### config.mk
export PLATFORM = sky130hd
export DESIGN_NAME = tracker_top
export DESIGN_NICKNAME = d
export VERILOG_FILES = /design/src/logic/pixel_pkg.sv /design/src/logic/video_timing_pkg.sv /design/src/logic/center_of_mass.sv /design/src/logic/chroma_threshold.sv /design/src/logic/crosshair_overlay.sv /design/src/logic/fb_address_scaler.sv /design/src/logic/pipe_delay.sv /design/src/logic/tracker_top.sv /design/src/logic/video_timing_gen.sv
export SDC_FILE = /design/constraint.sdc
export NUM_CORES = 1
export LEC_CHECK = 0
export BUFFER_PORTS_ARGS = -buffer_cell sky130_fd_sc_hd__clkbuf_2
export CAP_MARGIN = 0
export CORE_UTILIZATION = 36
export DETAILED_ROUTE_END_ITERATION = 6
export PLACE_DENSITY = 0.54
export SLEW_MARGIN = 20
export SYNTH_ARGS = -nofsm -noshare
export SYNTH_HDL_FRONTEND = slang
export SYNTH_SLANG_ARGS = --single-unit
export TNS_END_PERCENT = 1
### constraint.sdc
create_clock -name clk_pixel -period 5.2 [get_ports clk_pixel]
set_clock_uncertainty 0.2 [all_clocks]
set_input_delay 0.26 -clock clk_pixel [delete_from_list [all_inputs] [get_ports clk_pixel]]
set_output_delay 0.26 -clock clk_pixel [all_outputs]
set_load 0.05 [all_outputs]
### src/logic/pixel_pkg.sv
package pixel_pkg;

    // one 8-bit colour or chroma channel
    typedef logic [7:0] channel_t;

    // packed pixel, red in the top byte
    typedef struct packed {
        channel_t red;
        channel_t green;
        channel_t blue;
    } rgb_t;

    // 320 x 180 camera frame needs 16 address bits
    typedef logic [15:0] fb_addr_t;

    // camera frame geometry
    localparam int DEFAULT_FB_WIDTH = 320;
    localparam int DEFAULT_FB_HEIGHT = 180;

    // 4x upscale from camera frame to raster
    localparam int DEFAULT_SCALE_SHIFT = 2;

endpackage

### src/logic/video_timing_pkg.sv
package video_timing_pkg;

    // raster position, wide enough for a 720p line and frame
    typedef logic [10:0] hcount_t;
    typedef logic [9:0] vcount_t;

    // 720p horizontal timing, in pixels
    localparam int DEFAULT_H_ACTIVE = 1280;
    localparam int DEFAULT_H_FRONT = 110;
    localparam int DEFAULT_H_SYNC = 40;
    localparam int DEFAULT_H_BACK = 220;

    // 720p vertical timing, in lines
    localparam int DEFAULT_V_ACTIVE = 720;
    localparam int DEFAULT_V_FRONT = 5;
    localparam int DEFAULT_V_SYNC = 5;
    localparam int DEFAULT_V_BACK = 20;

    // sync and blanking flags that travel down the pipeline together
    typedef struct packed {
        logic hsync;
        logic vsync;
        logic active;
    } sync_bundle_t;

endpackage

### src/logic/center_of_mass.sv
`timescale 1ns/1ps

module center_of_mass (
    input  logic                      clk_pixel,
    input  logic                      sys_rst_pixel,
    input  video_timing_pkg::hcount_t x,
    input  video_timing_pkg::vcount_t y,
    input  logic                      detect,
    input  logic                      frame_end,
    output video_timing_pkg::hcount_t com_x,
    output video_timing_pkg::vcount_t com_y,
    output logic                      com_valid
);
    import video_timing_pkg::*;

    // count covers every raster position, sums add one coordinate per count
    localparam int count_w = $bits(hcount_t) + $bits(vcount_t);
    localparam int sum_w = count_w + $bits(hcount_t);
    // mean is below the largest coordinate, so the x width bounds both quotients
    localparam int quo_w = $bits(hcount_t);

    typedef logic [sum_w-1:0] sum_t;
    typedef logic [quo_w-1:0] quo_t;
    typedef logic [$clog2(quo_w)-1:0] idx_t;

    // running totals for the frame in progress
    sum_t acc_x;
    sum_t acc_y;
    logic [count_w-1:0] acc_count;

    // divider state, index 0 is x and index 1 is y
    logic busy;
    idx_t bit_idx;
    sum_t den;
    sum_t rem [2];
    quo_t quo [2];

    logic ge [2];
    sum_t rem_next [2];
    quo_t quo_next [2];

    always_ff @(posedge clk_pixel) begin
        if (sys_rst_pixel) begin
            acc_x <= '0;
            acc_y <= '0;
            acc_count <= '0;
        end else if (frame_end) begin
            // totals move into the divider on this edge
            acc_x <= '0;
            acc_y <= '0;
            acc_count <= '0;
        end else if (detect) begin
            acc_x <= acc_x + sum_t'(x);
            acc_y <= acc_y + sum_t'(y);
            acc_count <= acc_count + 1'b1;
        end
    end

    // one restoring step, both quotients share the shifted divisor
    always_comb begin
        for (int k = 0; k < 2; k++) begin
            ge[k] = rem[k] >= den;
            rem_next[k] = ge[k] ? rem[k] - den : rem[k];
            quo_next[k] = {quo[k][quo_w-2:0], ge[k]};
        end
    end

    // datapath: load on frame end, then msb first
    always_ff @(posedge clk_pixel) begin
        if (busy) begin
            rem[0] <= rem_next[0];
            rem[1] <= rem_next[1];
            quo[0] <= quo_next[0];
            quo[1] <= quo_next[1];
            den <= den >> 1;
        end else if (frame_end) begin
            rem[0] <= acc_x;
            rem[1] <= acc_y;
            quo[0] <= '0;
            quo[1] <= '0;
            den <= sum_t'(acc_count) << (quo_w - 1);
        end
    end

    // control: quo_w steps, result written on the last one
    always_ff @(posedge clk_pixel) begin
        if (sys_rst_pixel) begin
            busy <= 1'b0;
            bit_idx <= '0;
            com_x <= '0;
            com_y <= '0;
            com_valid <= 1'b0;
        end else begin
            com_valid <= 1'b0;
            if (busy) begin
                bit_idx <= bit_idx - 1'b1;
                if (bit_idx == '0) begin
                    busy <= 1'b0;
                    com_x <= quo_next[0];
                    // top bit of the y quotient is always zero
                    com_y <= vcount_t'(quo_next[1]);
                    com_valid <= 1'b1;
                end
            end else if (frame_end && (acc_count != '0)) begin
                // empty frame keeps the old centroid
                busy <= 1'b1;
                bit_idx <= idx_t'(quo_w - 1);
            end
        end
    end

endmodule

### src/logic/chroma_threshold.sv
`timescale 1ns/1ps

module chroma_threshold (
    input  logic                clk_pixel,
    input  logic                sys_rst_pixel,
    input  pixel_pkg::channel_t cr,
    input  pixel_pkg::channel_t lower_bound,
    input  pixel_pkg::channel_t upper_bound,
    input  logic                in_region,
    output logic                detect
);

    logic in_window;

    // inclusive at both ends
    // empty window when lower is above upper
    assign in_window = (cr >= lower_bound) && (cr <= upper_bound);

    // samples from outside the camera frame never count
    always_ff @(posedge clk_pixel) begin
        if (sys_rst_pixel) begin
            detect <= 1'b0;
        end else begin
            detect <= in_region && in_window;
        end
    end

endmodule

### src/logic/crosshair_overlay.sv
`timescale 1ns/1ps

module crosshair_overlay (
    input  logic                      clk_pixel,
    input  logic                      sys_rst_pixel,
    input  video_timing_pkg::hcount_t x,
    input  video_timing_pkg::vcount_t y,
    input  logic                      active,
    input  pixel_pkg::rgb_t           cam_pixel,
    input  video_timing_pkg::hcount_t com_x,
    input  video_timing_pkg::vcount_t com_y,
    output pixel_pkg::rgb_t           pixel_out
);
    import pixel_pkg::*;

    localparam rgb_t white = '{red: 8'hff, green: 8'hff, blue: 8'hff};
    localparam rgb_t black = '{red: 8'h00, green: 8'h00, blue: 8'h00};

    logic on_cross;

    // full-height column and full-width row through the centroid
    assign on_cross = (x == com_x) || (y == com_y);

    always_ff @(posedge clk_pixel) begin
        if (sys_rst_pixel) begin
            pixel_out <= black;
        end else if (!active) begin
            // blanking must stay black
            pixel_out <= black;
        end else if (on_cross) begin
            pixel_out <= white;
        end else begin
            pixel_out <= cam_pixel;
        end
    end

endmodule

### src/logic/fb_address_scaler.sv
`timescale 1ns/1ps

module fb_address_scaler #(
    parameter int fb_width = pixel_pkg::DEFAULT_FB_WIDTH,
    parameter int fb_height = pixel_pkg::DEFAULT_FB_HEIGHT,
    parameter int scale_shift = pixel_pkg::DEFAULT_SCALE_SHIFT
) (
    input  logic                      clk_pixel,
    input  logic                      sys_rst_pixel,
    input  video_timing_pkg::hcount_t hcount,
    input  video_timing_pkg::vcount_t vcount,
    output pixel_pkg::fb_addr_t       fb_addr,
    output logic                      fb_addr_valid
);
    import video_timing_pkg::*;
    import pixel_pkg::*;

    // raster extent covered by the upscaled camera frame
    localparam hcount_t h_limit = hcount_t'(fb_width << scale_shift);
    localparam vcount_t v_limit = vcount_t'(fb_height << scale_shift);

    fb_addr_t col_scaled;
    fb_addr_t row_scaled;
    fb_addr_t addr_next;
    logic in_window;

    always_comb begin
        col_scaled = fb_addr_t'(hcount >> scale_shift);
        row_scaled = fb_addr_t'(vcount >> scale_shift);
        // camera faces the viewer, so columns run right to left
        addr_next = fb_addr_t'(fb_width - 1) - col_scaled
                  + fb_addr_t'(fb_width) * row_scaled;
        in_window = (hcount < h_limit) && (vcount < v_limit);
    end

    // address is garbage outside the window, valid flag says so
    always_ff @(posedge clk_pixel) begin
        fb_addr <= addr_next;
        if (sys_rst_pixel) begin
            fb_addr_valid <= 1'b0;
        end else begin
            fb_addr_valid <= in_window;
        end
    end

endmodule

### src/logic/pipe_delay.sv
`timescale 1ns/1ps

module pipe_delay #(
    parameter type payload_t = logic,
    parameter int depth = 1
) (
    input  logic     clk_pixel,
    input  logic     sys_rst_pixel,
    input  payload_t din,
    output payload_t dout
);

    // stage 0 takes din, last stage drives dout
    payload_t stages [depth];

    always_ff @(posedge clk_pixel) begin
        if (sys_rst_pixel) begin
            for (int i = 0; i < depth; i++) begin
                stages[i] <= '0;
            end
        end else begin
            stages[0] <= din;
            for (int i = 1; i < depth; i++) begin
                stages[i] <= stages[i-1];
            end
        end
    end

    assign dout = stages[depth-1];

endmodule

### src/logic/tracker_top.sv
`timescale 1ns/1ps

module tracker_top #(
    parameter int h_active = video_timing_pkg::DEFAULT_H_ACTIVE,
    parameter int h_front = video_timing_pkg::DEFAULT_H_FRONT,
    parameter int h_sync = video_timing_pkg::DEFAULT_H_SYNC,
    parameter int h_back = video_timing_pkg::DEFAULT_H_BACK,
    parameter int v_active = video_timing_pkg::DEFAULT_V_ACTIVE,
    parameter int v_front = video_timing_pkg::DEFAULT_V_FRONT,
    parameter int v_sync = video_timing_pkg::DEFAULT_V_SYNC,
    parameter int v_back = video_timing_pkg::DEFAULT_V_BACK,
    parameter int fb_width = pixel_pkg::DEFAULT_FB_WIDTH,
    parameter int fb_height = pixel_pkg::DEFAULT_FB_HEIGHT,
    parameter int scale_shift = pixel_pkg::DEFAULT_SCALE_SHIFT,
    // frame buffer read latency, at least one cycle
    parameter int fb_read_latency = 2
) (
    input  logic                      clk_pixel,
    input  logic                      sys_rst_pixel,
    output pixel_pkg::fb_addr_t       fb_addr,
    output logic                      fb_addr_valid,
    input  pixel_pkg::rgb_t           fb_pixel,
    input  pixel_pkg::channel_t       fb_cr,
    input  pixel_pkg::channel_t       threshold_lower,
    input  pixel_pkg::channel_t       threshold_upper,
    output video_timing_pkg::hcount_t com_x,
    output video_timing_pkg::vcount_t com_y,
    output logic                      com_valid,
    output pixel_pkg::rgb_t           pixel_out,
    output logic                      hsync_out,
    output logic                      vsync_out,
    output logic                      active_out
);
    import video_timing_pkg::*;

    typedef struct packed {
        hcount_t x;
        vcount_t y;
    } coord_t;

    // generator outputs, cycle t
    hcount_t hcount;
    vcount_t vcount;
    logic hsync;
    logic vsync;
    logic active;
    logic new_frame;

    sync_bundle_t sync_gen;
    coord_t coord_gen;
    // t+1+L, alongside the returning frame buffer data
    sync_bundle_t sync_ovl;
    coord_t coord_ovl;
    logic region;
    // t+2+L, alongside detect and pixel_out
    sync_bundle_t sync_out;
    coord_t coord_com;
    logic frame_end;
    logic detect;

    assign sync_gen = '{hsync: hsync, vsync: vsync, active: active};
    assign coord_gen = '{x: hcount, y: vcount};

    video_timing_gen #(
        .h_active(h_active),
        .h_front(h_front),
        .h_sync(h_sync),
        .h_back(h_back),
        .v_active(v_active),
        .v_front(v_front),
        .v_sync(v_sync),
        .v_back(v_back)
    ) timing_gen (
        .clk_pixel(clk_pixel),
        .sys_rst_pixel(sys_rst_pixel),
        .hcount(hcount),
        .vcount(vcount),
        .hsync(hsync),
        .vsync(vsync),
        .active(active),
        .new_frame(new_frame)
    );

    fb_address_scaler #(
        .fb_width(fb_width),
        .fb_height(fb_height),
        .scale_shift(scale_shift)
    ) addr_scaler (
        .clk_pixel(clk_pixel),
        .sys_rst_pixel(sys_rst_pixel),
        .hcount(hcount),
        .vcount(vcount),
        .fb_addr(fb_addr),
        .fb_addr_valid(fb_addr_valid)
    );

    // valid flag is already one cycle in, the read adds L more
    pipe_delay #(.payload_t(logic), .depth(fb_read_latency)) region_delay (
        .clk_pixel(clk_pixel),
        .sys_rst_pixel(sys_rst_pixel),
        .din(fb_addr_valid),
        .dout(region)
    );

    // sync and coordinates: 1+L to the overlay, one more stage to the outputs
    pipe_delay #(.payload_t(sync_bundle_t), .depth(1 + fb_read_latency)) sync_delay_ovl (
        .clk_pixel(clk_pixel),
        .sys_rst_pixel(sys_rst_pixel),
        .din(sync_gen),
        .dout(sync_ovl)
    );

    pipe_delay #(.payload_t(sync_bundle_t), .depth(1)) sync_delay_out (
        .clk_pixel(clk_pixel),
        .sys_rst_pixel(sys_rst_pixel),
        .din(sync_ovl),
        .dout(sync_out)
    );

    pipe_delay #(.payload_t(coord_t), .depth(1 + fb_read_latency)) coord_delay_ovl (
        .clk_pixel(clk_pixel),
        .sys_rst_pixel(sys_rst_pixel),
        .din(coord_gen),
        .dout(coord_ovl)
    );

    pipe_delay #(.payload_t(coord_t), .depth(1)) coord_delay_com (
        .clk_pixel(clk_pixel),
        .sys_rst_pixel(sys_rst_pixel),
        .din(coord_ovl),
        .dout(coord_com)
    );

    // frame end lines up with the last detect of the frame
    pipe_delay #(.payload_t(logic), .depth(2 + fb_read_latency)) frame_delay (
        .clk_pixel(clk_pixel),
        .sys_rst_pixel(sys_rst_pixel),
        .din(new_frame),
        .dout(frame_end)
    );

    chroma_threshold cr_threshold (
        .clk_pixel(clk_pixel),
        .sys_rst_pixel(sys_rst_pixel),
        .cr(fb_cr),
        .lower_bound(threshold_lower),
        .upper_bound(threshold_upper),
        .in_region(region),
        .detect(detect)
    );

    center_of_mass com_calc (
        .clk_pixel(clk_pixel),
        .sys_rst_pixel(sys_rst_pixel),
        .x(coord_com.x),
        .y(coord_com.y),
        .detect(detect),
        .frame_end(frame_end),
        .com_x(com_x),
        .com_y(com_y),
        .com_valid(com_valid)
    );

    crosshair_overlay overlay (
        .clk_pixel(clk_pixel),
        .sys_rst_pixel(sys_rst_pixel),
        .x(coord_ovl.x),
        .y(coord_ovl.y),
        .active(sync_ovl.active),
        .cam_pixel(fb_pixel),
        .com_x(com_x),
        .com_y(com_y),
        .pixel_out(pixel_out)
    );

    assign hsync_out = sync_out.hsync;
    assign vsync_out = sync_out.vsync;
    assign active_out = sync_out.active;

endmodule

### src/logic/video_timing_gen.sv
`timescale 1ns/1ps

module video_timing_gen #(
    parameter int h_active = video_timing_pkg::DEFAULT_H_ACTIVE,
    parameter int h_front = video_timing_pkg::DEFAULT_H_FRONT,
    parameter int h_sync = video_timing_pkg::DEFAULT_H_SYNC,
    parameter int h_back = video_timing_pkg::DEFAULT_H_BACK,
    parameter int v_active = video_timing_pkg::DEFAULT_V_ACTIVE,
    parameter int v_front = video_timing_pkg::DEFAULT_V_FRONT,
    parameter int v_sync = video_timing_pkg::DEFAULT_V_SYNC,
    parameter int v_back = video_timing_pkg::DEFAULT_V_BACK
) (
    input  logic                      clk_pixel,
    input  logic                      sys_rst_pixel,
    output video_timing_pkg::hcount_t hcount,
    output video_timing_pkg::vcount_t vcount,
    output logic                      hsync,
    output logic                      vsync,
    output logic                      active,
    output logic                      new_frame
);
    import video_timing_pkg::*;

    // interval edges, counted from the first active pixel
    localparam hcount_t h_sync_start = hcount_t'(h_active + h_front);
    localparam hcount_t h_sync_end = hcount_t'(h_active + h_front + h_sync);
    localparam hcount_t h_last = hcount_t'(h_active + h_front + h_sync + h_back - 1);
    localparam hcount_t h_blank = hcount_t'(h_active);

    localparam vcount_t v_sync_start = vcount_t'(v_active + v_front);
    localparam vcount_t v_sync_end = vcount_t'(v_active + v_front + v_sync);
    localparam vcount_t v_last = vcount_t'(v_active + v_front + v_sync + v_back - 1);
    localparam vcount_t v_blank = vcount_t'(v_active);

    // raster scan, line counter steps on every line wrap
    always_ff @(posedge clk_pixel) begin
        if (sys_rst_pixel) begin
            hcount <= '0;
            vcount <= '0;
        end else if (hcount == h_last) begin
            hcount <= '0;
            if (vcount == v_last) begin
                vcount <= '0;
            end else begin
                vcount <= vcount + 1'b1;
            end
        end else begin
            hcount <= hcount + 1'b1;
        end
    end

    // flags decoded straight from the counters, same cycle as the position
    always_comb begin
        hsync = (hcount >= h_sync_start) && (hcount < h_sync_end);
        vsync = (vcount >= v_sync_start) && (vcount < v_sync_end);
        active = (hcount < h_blank) && (vcount < v_blank);
        // first blank pixel after the last active line
        new_frame = (hcount == h_blank) && (vcount == v_blank);
    end

endmodule

* Word-level counts from Yosys, hierarchy flattened *
Memories as Yosys holds them, arrays and structs flattened.
Cells that the tools add are included.
W data, S select, Z words.

storage, ports and cells
  register bits after elaboration = 206
  memory bits (writable) = 188
  input port bits = 50
  word-level logic and storage cells = 130
  memories = 8

memories
  memory                  depth  width  read ports  clocked after memory_dff  wr ports  line                  RTL
  com_calc.rem            2      32     2           0                         2         center_of_mass.sv:35  sum_t rem [2];
  coord_delay_ovl.stages  3      21     3           0                         3         pipe_delay.sv:14      payload_t stages [depth];
  com_calc.quo            2      11     2           0                         2         center_of_mass.sv:36  quo_t quo [2];
  coord_delay_com.stages  1      21     1           0                         1         pipe_delay.sv:14
  sync_delay_ovl.stages   3      3      3           0                         3         pipe_delay.sv:14
  frame_delay.stages      4      1      4           0                         4         pipe_delay.sv:14
  2 more memories         n/a    n/a    n/a         n/a                       n/a       n/a

cells by class
  add/sub/neg operators = 10
  $mul = 1
  order comparisons = 10
  equality and inequality tests = 6
  multiplexer cells = 40
  bitwise gates (word level) = 18
  reductions and logical operators = 19

operators with widths
  cell                     number
  $mux W32                 4
  $mux W21                 4
  $ge A32 B31 Y1           2
  $sub A32 B31 Y32         2
  $add A32 B10 Y32         1
  $add A32 B11 Y32         1
  $mux W31                 1
  $mux W30                 1
  $mux W24                 1
  $eq A11 B11 Y1 const B   2
  $lt A11 B11 Y1 const B   2
  $mux W11                 2
  $add A21 B1 Y21 const B  1
  $reduce_bool A21 Y1      1
  $reduce_or A21 Y1        1
  $eq A10 B10 Y1 const B   2
  $lt A10 B10 Y1 const B   2
  $mux W1                  20
  $add A16 B16 Y16         1
  $or A1 B1 Y1             16
  $mux W3                  4
  $add A11 B1 Y11 const B  1
  $eq A11 B11 Y1           1
  $ge A11 B11 Y1 const B   1
  other kinds (18)         30

* Longest topological paths before layout *
Gate-level depths: netlist (run 1).
An unclocked memory read counts as a cell.

  depth in word-level cells = 5
  mapped depth = 12
  mapped depth without buffers = 12

* By module *
From an unflattened synthesis (run 1), not the netlist that was laid out.

second synthesis, totals
  cells, all modules = 2066
  area total of the unflattened synthesis = 19919.1 sq um

by module, submodules not included
  module                         times used  cells each  area an instance (sq um)  seq. area each (sq um)
  center_of_mass                 1           1424        13137.6                   5665.4
  pipe_delay at coord_delay_ovl  1           153         1843.0                    1261.2
  video_timing_gen               1           138         1226.2                    420.4
  crosshair_overlay              1           111         1108.6                    480.5
  fb_address_scaler              1           104         1063.5                    340.3
  pipe_delay at coord_delay_com  1           44          624.3                     420.4
  chroma_threshold               1           53          420.4                     20.0
  pipe_delay at sync_delay_ovl   1           21          259.0                     180.2
  pipe_delay at frame_delay      1           8           105.1                     80.1
  pipe_delay at sync_delay_out   1           6           78.8                      60.1
  pipe_delay at region_delay     1           4           52.6                      40.0

* Worst setup path after synthesis (run 1) *
OpenSTA, ideal clock, no wires.

  kind = register to register
  start point = register, netlist name com_calc.den[0]
  end point = memory com_calc.rem[0][0] (netlist bit), enable pin
  library setup time = 441 ps
  arrival = 3633 ps
  setup slack = 926 ps
  cell stages (with the launch flop) = 11
  buffers on the path = 0
  period minus slack after synthesis = 4274 ps
  cell sequence = edfxtp_1 ha_1 fa_1 nor2b_1 o21ai_0 a21oi_1 o21ai_0 o211a_1 a21oi_1 o2111ai_1 a31oi_1

RTL lines
  item       line
  to (decl)  center_of_mass.sv:35

==> results of run 1 <==
==> worst paths after layout <==
| check | start | endpoint | slack [ns] |
|---|---|---|---|
| max | com_calc.rem[0][32]$_DFFE_PP_ | com_calc.rem[0][34]$_DFFE_PP_ | 1.07 |
| min | fb_cr[5] | cr_threshold.detect$_SDFF_PP0_ | 0.04 |
| min reg2reg | frame_delay.stages[0]$_SDFF_PP0_ | frame_delay.stages[1]$_SDFF_PP0_ | 0.21 |
| max reg2reg | com_calc.rem[0][32]$_DFFE_PP_ | com_calc.rem[0][34]$_DFFE_PP_ | 1.07 |
==> cell usage after synthesis, types with 4 or more instances <==
cell type and count:
dfxtp_1 274, nand2_1 179, nor2_1 176, a21oi_1 171, ha_1 132, inv_1 117, edfxtp_1 114, nor2b_1 100
o21ai_0 97, clkbuf_1 71, xnor2_1 70, xor2_1 58, nand3_1 47, o21a_1 41, a21o_1 39, nor3_1 36
or3_1 35, and2_1 34, nand4_1 31, and3_1 27, o21bai_1 23, mux2i_1 21, o31ai_1 20, mux2_2 19
a211oi_1 16, nor4_1 15, a31oi_1 10, o211ai_1 10, or4_1 10, nand2b_1 8, buf_1 7, o2111ai_1 7
a211o_1 6, a21boi_0 6, and4_1 6, fa_1 6, or2_2 6, a311oi_1 4, nand3b_1 4
==> final cells by class <==
cell class / count / area (sq um) / area share, %
multi-input cells: 1531 / 10200 / 44.5
clock buffers: 69 / 1360 / 5.94
flip-flops and latches: 388 / 8910 / 38.9
well taps: 696 / 871 / 3.80
inverters: 117 / 439 / 1.92
clock inverters: 13 / 179 / 0.781
repair buffers: 156 / 961 / 4.20
==> sequential cells by signal, summed over array words and instances (netlist names) <==
register / cells
com_calc.rem: 64
coord_delay_ovl.stages: 63
com_calc.acc_x: 32
com_calc.acc_y: 32
com_calc.den: 31
overlay.pixel_out: 24
com_calc.acc_count: 21
coord_delay_com.stages: 21
com_calc.quo: 19
addr_scaler.fb_addr: 16
com_calc.com_x: 11
timing_gen.hcount: 11
com_calc.com_y: 10
timing_gen.vcount: 10
sync_delay_ovl.stages: 8
com_calc.bit_idx: 4
frame_delay.stages: 4
sync_delay_out.stages: 3
com_calc.busy: 1
com_calc.com_valid: 1
cr_threshold.detect: 1
region_delay.stages: 1
==> power breakdown <==
part	total [mW]	switching [mW]	internal, mW
sequential	3.11	0.00629	3.11
combinational	0.150	0.0939	0.0560
clock	3.27	1.30	1.96
total	6.53	1.40	5.13
==> layer usage <==
metal	vias up	track usage [%]	wire (microns)
met3	81	3.75	2900
met4	0	6.06	1450
met2	356	30.5	23800
met5	-	0	0
met1	7498	23.3	22700
li1	7732	-	-
==> critical path: stages (launching register included) <==
cell and delay (ns):
edfxtp_1 0.36, inv_1 0.07, ha_1 0.16, inv_1 0.05, fa_1 0.42, a211oi_1 0.36, o21ai_0 0.19, or3b_1 0.21
a31oi_1 0.10, o21ai_1 0.24, o2111ai_1 0.21, nand4_1 0.14, nand4_1 0.71, buf_12 0.46
==> cells in the final DEF, fill, tap and decap left out, types with 39 or more instances in the layout <==
| master | n |
|---|---|
| a21oi_1 | 171 |
| nand3_1 | 47 |
| a21o_1 | 39 |
| dfxtp_1 | 273 |
| ha_1 | 132 |
| xnor2_1 | 70 |
| nor2_1 | 175 |
| nand2_1 | 179 |
| o21a_1 | 41 |
| xor2_1 | 58 |
| clkbuf_16 | 49 |
| nor2b_1 | 98 |
| inv_1 | 116 |
| edfxtp_1 | 114 |
| o21ai_0 | 97 |
| clkbuf_2 | 114 |
==> metrics by stage <==
stage | area (sq um) | utilization (%) | power [mW] | setup WS, ns
finish | 22900 | 42.3 | 6.53 | 1.07
global placement | 21100 | 39.0 | 3.31 | 1.07
detailed placement | 21100 | 39.0 | 3.31 | 1.04
CTS | 22900 | 42.3 | 6.62 | 1.02
floorplan | 19800 | - | 3.26 | 0.926
global route | 22900 | 42.3 | 6.75 | 0.664
==> cells by family after synthesis <==
kind of cell             count (synthesis)
adder cells (fa/ha/maj)                138
XOR/XNOR                               128
buffers and inverters                  199
flip-flops                             388
multiplexers                            40
AND/OR/NAND/NOR                        733
AO/OA/AOI/OAI                          492
==> impl_results.md, run 1 <==
* Post-synthesis cell count at 2118
* Vias/cell at 5.28
* Hold_buf cts at 25
* Hold WS at 0.0416 ns
* Post-Route WL at 50.8 mm
* Nets at 2427
* Io pins at 116
* Number of port buffers at 115
* Setup Buffers After CTS at 0
* Layout filler cell count at 5278
* Drt drc at 0
* Async S/R FF share, synth at 0%
* Largest net degree at the start of global routing at 64
* Cell Area, Synth at 0.0198 sq mm
* Core area at 0.0541 sq mm
* Top cell type's share of synthesized area at 27.7%
* Total Neg Setup Slack at 0 ns
* Gpl congestion at 0.847
* XOR/XNOR Fraction of Synth Area at 5.66%
* 1st-pass router iterations at 5
* DIE AREA at 0.0559 sq mm
* Initial Utilization at 36.6%
* First-pass GRT wire length at 82.1 mm
* Synth top area cells: dfxtp_1, edfxtp_1, ha_1
* Worst Reg-to-Reg Cells at 13
* Post-Synth Adder-Cell Area at 8.95%
* HPWL Detailed at 36.4 mm
* Period utilisation layout at 79.4%
* Post-cts resize count at 0
* ANT cells at 0
* Vias in the first global route at 15500
* Synthesized Nets at 2306
* Netlist cell types at 80
* Leakage power at 9.40 nW
* CTS tree: built
* ANT nets after route at 0
* Vias post-DR at 15700
* Type of the worst min-delay path: input port to flip-flop
* Final Non-Filler Cells at 2970
* Post-synth top flop: dfxtp_1
* Peak VDD IR at 0.000311 V
* Site Rows at 85
* CP arrival at 4.25 ns
* TritonCTS buffer count at 45
* Fraction of layout cells with a size suffix above 1 at 11.1%
* Status: finished clean
* Placed cells at 2862
* Sequential area share after synthesis at 45.0%
* Slew @ Worst Pin at 1.01 ns
* Worst-path clk slew at 0.06 ns
* RSZ-0062 raised after global routing: no
* P per Cell Area at 285 mW/mm^2
* Final setup violation count at 0
* CTS H-tree lvls at 2
* CP startpoint kind: flip-flop
* Critical path data required time at 5.32 ns
* Final hold violation count at 0
* Die height at 237 microns
* Avg Cell Area, Syn at 9.35 sq um
* Post-Synth Simple-Gate Area at 18.6%
* Crit path max fanout at 19
* Worst setup EP type: flip-flop
* Post-synth EDFFs at 114
* Die Wd at 237 microns
* Total clock sinks at 388
* Antenna violations before repair at 0
* Layout area overhead at 15.7%
* Gr ovfl total at 0
* Tot GR Track Use at 18.2%
* Hold depth at 4
* Yosys top cell by area: dfxtp_1
* Yosys reg bits at 388
* Max Cap Viol at 0
* Clock root cell: clkbuf_16
* Clock network latency to the later pin of the worst-skew pair at 0.59 ns
* First DRT Iteration DRCs at 985
* Fin crit period at 4.13 ns
* Largest family of logic cells by synthesized area: simple AND/OR/NAND/NOR gates
* Slew margin rel. at 32.5%
* Clk buf depth at 3
* Compound-gate portion of the synthesized area at 15.8%
* Fmax achieved at 242 MHz
* Multiplexer area fraction after synthesis at 2.14%
* WL per Instance at 17.1 microns
* Crit Path Class: flip-flop to flip-flop
* Synth warn at 0
* Slew Limit Fails at 0
No activity file was read; power rests on OpenSTA's default activity.
==> run 2: changes to the inputs <==
- clock period: 5.2 -> 4.3 ns (I/O delays scaled with it)
==> impl_results.md, run 2 (synthesis gave the netlist of run 1 again) <==
* Hold WS at 0.158 ns (was 0.0416 ns)
* First-pass GRT wire length at 81.7 mm (was 82.1 mm)
* Antenna violations before repair at 0 (unchanged)
* Total Neg Setup Slack at 0 ns (unchanged)
* Status: finished clean (unchanged)
* Worst Reg-to-Reg Cells at 11 (was 13)
* Clock Power Share at 49.9% (was 50.0%)
* Clk buf depth at 3 (unchanged)
* CP Depth at 11 (was 13)
* Fraction of layout cells with a size suffix above 1 at 11.4% (was 11.1%)
* Critical path cell sequence: ha_1, fa_1, nor2b_1, o21ai_0, a21oi_1, o21ai_0, o211a_1, a21oi_1, o2111ai_1, a31oi_4, buf_12 (was inv_1, ha_1, inv_1, fa_1, a211oi_1, o21ai_0, or3b_1, a31oi_1, o21ai_1, o2111ai_1, nand4_1, nand4_1, buf_12)
* Slew margin rel. at 31.0% (was 32.5%)
* DIE AREA at 0.0559 sq mm (unchanged)
* Tot GR Track Use at 18.2% (about the same)
* First DRT Iteration DRCs at 765 (was 985)
* Critical path data required time at 4.35 ns (was 5.32 ns)
* CP arrival at 3.76 ns (was 4.25 ns)
* Total clock sinks at 388 (unchanged)
* CTS tree: built (unchanged)
* ANT cells at 0 (unchanged)
* Nets at 2434 (was 2427)
* Vias/cell at 5.20 (was 5.28)
* Die Wd at 237 microns (unchanged)
* Biggest regs: com_calc.rem x64, coord_delay_ovl.stages x63 (unchanged)
* HPWL Detailed at 36.8 mm (was 36.4 mm)
* Crit-path slowest cell: a31oi_4 (was nand4_1)
* Top reg by flops: com_calc.rem (unchanged)
* RSZ-0062 raised after global routing: no (unchanged)
* 1st-pass router iterations at 7 (was 5)
* Die height at 237 microns (unchanged)
* Hold_buf cts at 29 (was 25)
* Power Internal at 6.15 mW (was 5.13 mW)
* Post-Route WL at 50.8 mm (about the same)
* Clock network latency to the later pin of the worst-skew pair at 0.60 ns (was 0.59 ns)
* Site Rows at 85 (unchanged)
* Gr ovfl total at 0 (unchanged)
* Fmax achieved at 270 MHz (was 242 MHz)
* Worst setup EP type: flip-flop (unchanged)
* CP bufs+invs at 1 (was 3)
* Type of the worst min-delay path: input port to flip-flop (unchanged)
* Critical Path Max Stage Delay at 0.51 ns (was 0.71 ns)
* Slew @ Worst Pin at 1.03 ns (was 1.01 ns)
* TritonCTS buffer count at 45 (unchanged)
* Area of the multi-input gates at 0.0102 sq mm (unchanged)
* CP startpoint kind: flip-flop (unchanged)
* Switching part of the total at 22.0% (was 21.5%)
* Initial Utilization at 36.6% (unchanged)
* Flip-flop and latch area at 0.00891 sq mm (unchanged)
* CTS H-tree lvls at 2 (unchanged)
* Crit path max fanout at 22 (was 19)
* Slew Limit Fails at 0 (unchanged)
* Layout filler cell count at 5256 (was 5278)
* Most frequent cells in the layout: dfxtp_1, nand2_1, nor2_1, a21oi_1, ha_1 (unchanged)
* Register-to-Register Setup Slack at 0.59 ns (was 1.07 ns)
* Vias in the first global route at 15300 (was 15500)
* Gpl congestion at 0.844 (was 0.847)
* Sw Pwr at 1.73 mW (was 1.40 mW)
* Vias post-DR at 15500 (was 15700)
* Io pins at 116 (unchanged)
* Leakage power at 9.45 nW (was 9.40 nW)
* Max reg flops at 64 (unchanged)
* P per Cell Area at 343 mW/mm^2 (was 285 mW/mm^2)
* Final hold violation count at 0 (unchanged)
* Largest net degree at the start of global routing at 62 (was 64)
* Period utilisation layout at 86.2% (was 79.4%)
* Crit Path Class: flip-flop to flip-flop (unchanged)
* Post-cts resize count at 0 (unchanged)
* Sequential share of power at 47.8% (was 47.7%)
* Final setup violation count at 0 (unchanged)
* Drt drc at 0 (unchanged)
* Logic pwr share at 2.3% (about the same)
* Crit path max-delay family: compound AO/OA/AOI/OAI gates (unchanged)
* ANT nets after route at 0 (unchanged)
* Setup Buffers After CTS at 0 (unchanged)
* Clock root cell: clkbuf_16 (unchanged)
* Number of port buffers at 115 (unchanged)
* Hold depth at 3 (was 4)
* Fin crit period at 3.71 ns (was 4.13 ns)
* Max Cap Viol at 0 (unchanged)
* Peak VDD IR at 0.000357 V (was 0.000311 V)
* Worst-path clk slew at 0.06 ns (about the same)
* WL per Instance at 17.1 microns (about the same)
* Layout area overhead at 16.1% (was 15.7%)
* Most common cell after layout, fill and taps aside: dfxtp_1 (unchanged)
* Core area at 0.0541 sq mm (unchanged)
## run 2: cell count changes in the layout (fill, tap and decap cells not counted)
| cell | delta |
|---|---|
| clkbuf_16 | -2 |
| clkinv_8 | +1 |
| clkinv_1 | +3 |
| clkinv_2 | +7 |
| clkbuf_8 | +1 |
| inv_6 | -1 |
| buf_4 | +2 |
| dlygate4sd3_1 | +4 |
| clkinv_16 | +1 |
| clkinvlp_4 | +1 |
| buf_12 | +1 |
| clkbuf_1 | -6 |
| clkinv_4 | -3 |
## run 2: worst min-delay path, delay by kind of cell
family                 cells  cell delay [ns]
buffers and inverters      2             0.62
AO/OA/AOI/OAI              1             0.10
## run 2: metrics by stage
stage / area, sq um / utilization (%) / cells / power [mW] / setup WS (ns)
floorplan: 19800 / - / 2118 / 3.95 / 0.0261
global placement: 21100 / 39.1 / 2866 / 4.00 / 0.765
detailed placement: 21100 / 39.1 / 2866 / 4.01 / 0.657
CTS: 23000 / 42.5 / 2979 / 7.98 / 0.583
global route: 23000 / 42.5 / 2979 / 8.14 / 0.305
finish: 23000 / 42.5 / 2979 / 7.88 / 0.592
## run 2: final cells by class
cell class,count,area share [%]
multi-input cells,1531,44.3
well taps,696,3.79
clock buffers,62,5.67
clock inverters,22,1.06
flip-flops and latches,388,38.8
repair buffers,163,4.51
inverters,117,1.91
## run 2: final timing paths
kind                                             from                                  endpoint
max                     com_calc.den[0]$_SDFFCE_PN0P_              com_calc.rem[0][3]$_DFFE_PP_
min                                       fb_pixel[8]           overlay.pixel_out[8]$_SDFF_PP0_
max reg2reg             com_calc.den[0]$_SDFFCE_PN0P_              com_calc.rem[0][3]$_DFFE_PP_
min reg2reg  coord_delay_ovl.stages[0][33]$_SDFF_PP0_  coord_delay_ovl.stages[0][54]$_SDFF_PP0_
## run 2: power groups by stage
| stage | registers [mW] | clock network, mW | logic, mW |
|---|---|---|---|
| after CTS | 3.76 | 4.03 | 0.185 |
| final | 3.76 | 3.93 | 0.184 |
| after global placement | 3.84 | 0 | 0.161 |
| after floorplan | 3.87 | 0 | 0.0793 |
| after global routing | 3.76 | 4.18 | 0.204 |
| after detailed placement | 3.84 | 0 | 0.163 |
## run 2: metal layers
layer	up-vias	track usage [%]	wire (microns)
li1	7740	-	-
met1	7365	23.5	23400
met2	326	30.5	23600
met3	73	3.70	2560
met4	0	5.31	1200
met5	-	0	0
==> run 3: changes to the inputs <==
- ABC_AREA: not set -> 1
- REMOVE_ABC_BUFFERS: not set -> 1
==> impl_results.md, run 3 <==
* CP arrival at 3.68 ns (was 3.76 ns)
* Period utilisation layout at 79.3% (was 86.2%)
* Clock network latency to the later pin of the worst-skew pair at 0.59 ns (was 0.60 ns)
* Hold depth at 4 (was 3)
* 1st-pass router iterations at 5 (was 7)
* Reg2reg end: com_calc.rem[0][60]$_DFFE_PP_ (was com_calc.rem[0][3]$_DFFE_PP_)
* Vias post-DR at 19200 (was 15500)
* Worst-path clk slew at 0.06 ns (about the same)
* Top cell type's share of synthesized area at 24.9% (was 27.7%)
* ANT nets after route at 0 (unchanged)
* Setup Buffers After CTS at 0 (unchanged)
* Crit Path Class: input port to flip-flop (was flip-flop to flip-flop)
* Post-synth top flop: dfxtp_1 (unchanged)
* DIE AREA at 0.0623 sq mm (was 0.0559 sq mm)
* Cell Area, Placed at 0.0235 sq mm (was 0.0211 sq mm)
* ANT cells at 0 (unchanged)
* Fraction of layout cells with a size suffix above 1 at 6.83% (was 11.4%)
* Post-route setup slack at 0.891 ns (was 0.592 ns)
* Worst Reg-to-Reg Cells at 15 (was 11)
* Crit path max-delay family: buffers and inverters (was compound AO/OA/AOI/OAI gates)
* Slew margin rel. at 37.8% (was 31.0%)
* Site Rows at 90 (was 85)
* Slew Limit Fails at 0 (unchanged)
* Async S/R FF share, synth at 0% (unchanged)
* Register-to-Register Setup Slack at 1.11 ns (was 0.59 ns)
* Crit-path slowest cell: dlygate4sd3_1 (was a31oi_4)
* Status: finished clean (unchanged)
* Area of the multi-input gates at 0.0106 sq mm (was 0.0102 sq mm)
* Switching part of the total at 22.6% (was 22.0%)
* Largest net degree at the start of global routing at 65 (was 62)
* CTS H-tree lvls at 2 (unchanged)
* Cell Area, Synth at 0.0221 sq mm (was 0.0198 sq mm)
* Hold endpoint: overlay.pixel_out[4]$_SDFF_PP0_ (was overlay.pixel_out[8]$_SDFF_PP0_)
* Layout filler cell count at 6304 (was 5256)
* Sequential share of power at 49.1% (was 47.8%)
* Synth warn at 0 (unchanged)
* Vias in the first global route at 18100 (was 15300)
* Vias/cell at 4.63 (was 5.20)
* Fin crit period at 3.41 ns (was 3.71 ns)
* Synth top area cells: dfxtp_1, edfxtp_1, nand2_1 (was dfxtp_1, edfxtp_1, ha_1)
* Total clock sinks at 388 (unchanged)
* WL per Instance at 14.3 microns (was 17.1 microns)
* Critical path's most frequent cell: dlygate4sd3_1
* TritonCTS buffer count at 44 (was 45)
* Crit path max fanout at 2 (was 22)
* Final setup violation count at 0 (unchanged)
* Tot GR Track Use at 19.1% (was 18.2%)
* Biggest regs: com_calc.rem x64, coord_delay_ovl.stages x63 (unchanged)
* Type of the worst min-delay path: input port to flip-flop (unchanged)
* HPWL Detailed at 45.3 mm (was 36.8 mm)
* Post-synthesis cell count at 3173 (was 2118)
* Die Wd at 250 microns (was 237 microns)
* Clock root cell: clkbuf_16 (unchanged)
* Total power at 7.68 mW (was 7.88 mW)
* Antenna violations before repair at 0 (unchanged)
* Post-Route WL at 59.3 mm (was 50.8 mm)
* Fmax achieved at 293 MHz (was 270 MHz)
* Peak VDD IR at 0.000309 V (was 0.000357 V)
* Post-cts resize count at 0 (unchanged)
* Critical path cell sequence: dlygate4sd3_1, clkbuf_2, ha_1, dlygate4sd3_1, a21oi_1, dlygate4sd3_1, o21ai_0, a211oi_1, dlygate4sd3_1, nor2_1, dlygate4sd3_1 (was ha_1, fa_1, nor2b_1, o21ai_0, a21oi_1, o21ai_0, o211a_1, a21oi_1, o2111ai_1, a31oi_4, buf_12)
* CP bufs+invs at 6 (was 1)
* Critical path data required time at 4.57 ns (was 4.35 ns)
* Hold path start: fb_pixel[4] (was fb_pixel[8])
* Most frequent cells in the layout: nand2_1, inv_1, nor2_1, dfxtp_1, nand3_1 (was dfxtp_1, nand2_1, nor2_1, a21oi_1, ha_1)
* Most common cell in the synthesized netlist: nand2_1 (was dfxtp_1)
* Nets at 3508 (was 2434)
* CP startpoint kind: input port (was flip-flop)
* Critical Path Max Stage Delay at 0.57 ns (was 0.51 ns)
* Leakage power at 12.3 nW (was 9.45 nW)
* Flip-flop and latch area at 0.00891 sq mm (about the same)
* Max reg flops at 64 (unchanged)
* Yosys reg bits at 388 (unchanged)
* Yosys top cell by area: dfxtp_1 (unchanged)
* Top reg by flops: com_calc.rem (unchanged)
* Core area at 0.0605 sq mm (was 0.0541 sq mm)
* Sequential area share after synthesis at 40.4% (was 45.0%)
* Netlist cell types at 44 (was 80)
* Io pins at 116 (unchanged)
* Number of port buffers at 115 (unchanged)
* CTS tree: built (unchanged)
* Layout area overhead at 14.5% (was 16.1%)
* Drt drc at 0 (unchanged)
* Slew @ Worst Pin at 0.932 ns (was 1.03 ns)
* RSZ-0062 raised after global routing: no (unchanged)
* Die height at 250 microns (was 237 microns)
* Clock Power Share at 48.2% (was 49.9%)
* Initial Utilization at 36.5% (was 36.6%)
* Gr ovfl total at 0 (unchanged)
* Power Internal at 5.95 mW (was 6.15 mW)
* Worst setup EP type: flip-flop (unchanged)
* Worst reg2reg path startpoint: com_calc.rem[0][32]$_DFFE_PP_ (was com_calc.den[0]$_SDFFCE_PN0P_)
* Gpl congestion at 0.952 (was 0.844)
* Clk buf depth at 3 (unchanged)
* Sw Pwr at 1.73 mW (about the same)
* Synth cell count leaders: nand2_1, inv_1, nor2_1 (was dfxtp_1, nand2_1, nor2_1)
* Final hold violation count at 0 (unchanged)
* Most common cell after layout, fill and taps aside: nand2_1 (was dfxtp_1)
* P per Cell Area at 304 mW/mm^2 (was 343 mW/mm^2)
* Final Cell Area at 0.0253 sq mm (was 0.0230 sq mm)
* Worst slack, placed at 1.09 ns (was 0.657 ns)
* Avg Cell Area, Syn at 6.95 sq um (was 9.35 sq um)
* Hold_buf cts at 30 (was 29)
* First DRT Iteration DRCs at 1272 (was 765)
* Logic pwr share at 2.7% (was 2.3%)
* Post-synth EDFFs at 114 (unchanged)
* Max Cap Viol at 0 (unchanged)
* First-pass GRT wire length at 95.7 mm (was 81.7 mm)
==> run 3: cell count changes after synthesis, sizes merged, moves of 58 or more <==
cell,change
nand2,+707
inv,+512
nor2,+199
nand3,+127
nor2b,-100
o21ai,+58
==> run 3: worst max path at each step <==
| stage | from | endpoint | slack, ns | cells after the start |
|---|---|---|---|---|
| floorplan | com_calc.busy$_SDFF_PP0_ | com_calc.rem[0][0]$_DFFE_PP_ | -2.80 | 3 |
| global placement | com_calc.rem[0][32]$_DFFE_PP_ | com_calc.rem[0][61]$_DFFE_PP_ | 1.11 | 15 |
| detailed placement | com_calc.rem[0][32]$_DFFE_PP_ | com_calc.rem[0][59]$_DFFE_PP_ | 1.09 | 15 |
| CTS | fb_cr[7] | cr_threshold.detect$_SDFF_PP0_ | 0.90 | 11 |
| global route | com_calc.rem[0][32]$_DFFE_PP_ | com_calc.rem[0][49]$_DFFE_PP_ | 0.76 | 15 |
| finish | fb_cr[7] | cr_threshold.detect$_SDFF_PP0_ | 0.89 | 11 |
==> run 3: routing by layer <==
| metal | up-vias | wire [microns] | GRT usage [%] |
|---|---|---|---|
| met5 | - | 0 | 0 |
| met4 | 0 | 1580 | 5.86 |
| met3 | 87 | 2940 | 2.77 |
| met2 | 417 | 27300 | 31.9 |
| met1 | 8498 | 27500 | 25.3 |
| li1 | 10200 | - | - |
==> run 3: through the flow <==
stage,setup TNS (ns),instances,util (%),hold slack [ns]
finish,0,4137,41.8,0.182
global route,0,4137,41.8,0.201
detailed placement,0,4026,38.9,0.192
floorplan,-257.56,3112,-,0.0841
global placement,0,4026,38.9,0.189
CTS,0,4137,41.8,0.154
==> run 3: tightest hold or removal path: cells and delay by family <==
| kind | cells | cell delay [ns] |
|---|---|---|
| AO/OA/AOI/OAI | 1 | 0.07 |
| buffers and inverters | 3 | 0.66 |
==> run 3: logic make-up after synthesis <==
logic type | synth area share [%]
and+or+nand+nor | 29.1
adders and majority gates | 8.03
buffers and inverters | 11.9
DFF | 40.4
AOI/OAI and AO/OA | 7.68
xor gates and xnor gates | 2.94
==> run 3: area by class of cell <==
type / count / area share (%)
multi-input cells: 2094 / 41.8
flip-flops and latches: 388 / 35.3
clock inverters: 23 / 0.832
inverters: 630 / 9.37
clock buffers: 58 / 4.77
well taps: 782 / 3.87
repair buffers: 162 / 4.08
==> run 3: power by group through the flow <==
stage | Combinational [mW] | Sequential (mW) | Clock, mW
after floorplan | 0.0804 | 3.87 | 0
after global placement | 0.188 | 3.85 | 0
after detailed placement | 0.189 | 3.85 | 0
after CTS | 0.213 | 3.77 | 3.81
after global routing | 0.236 | 3.77 | 3.96
final | 0.210 | 3.77 | 3.70
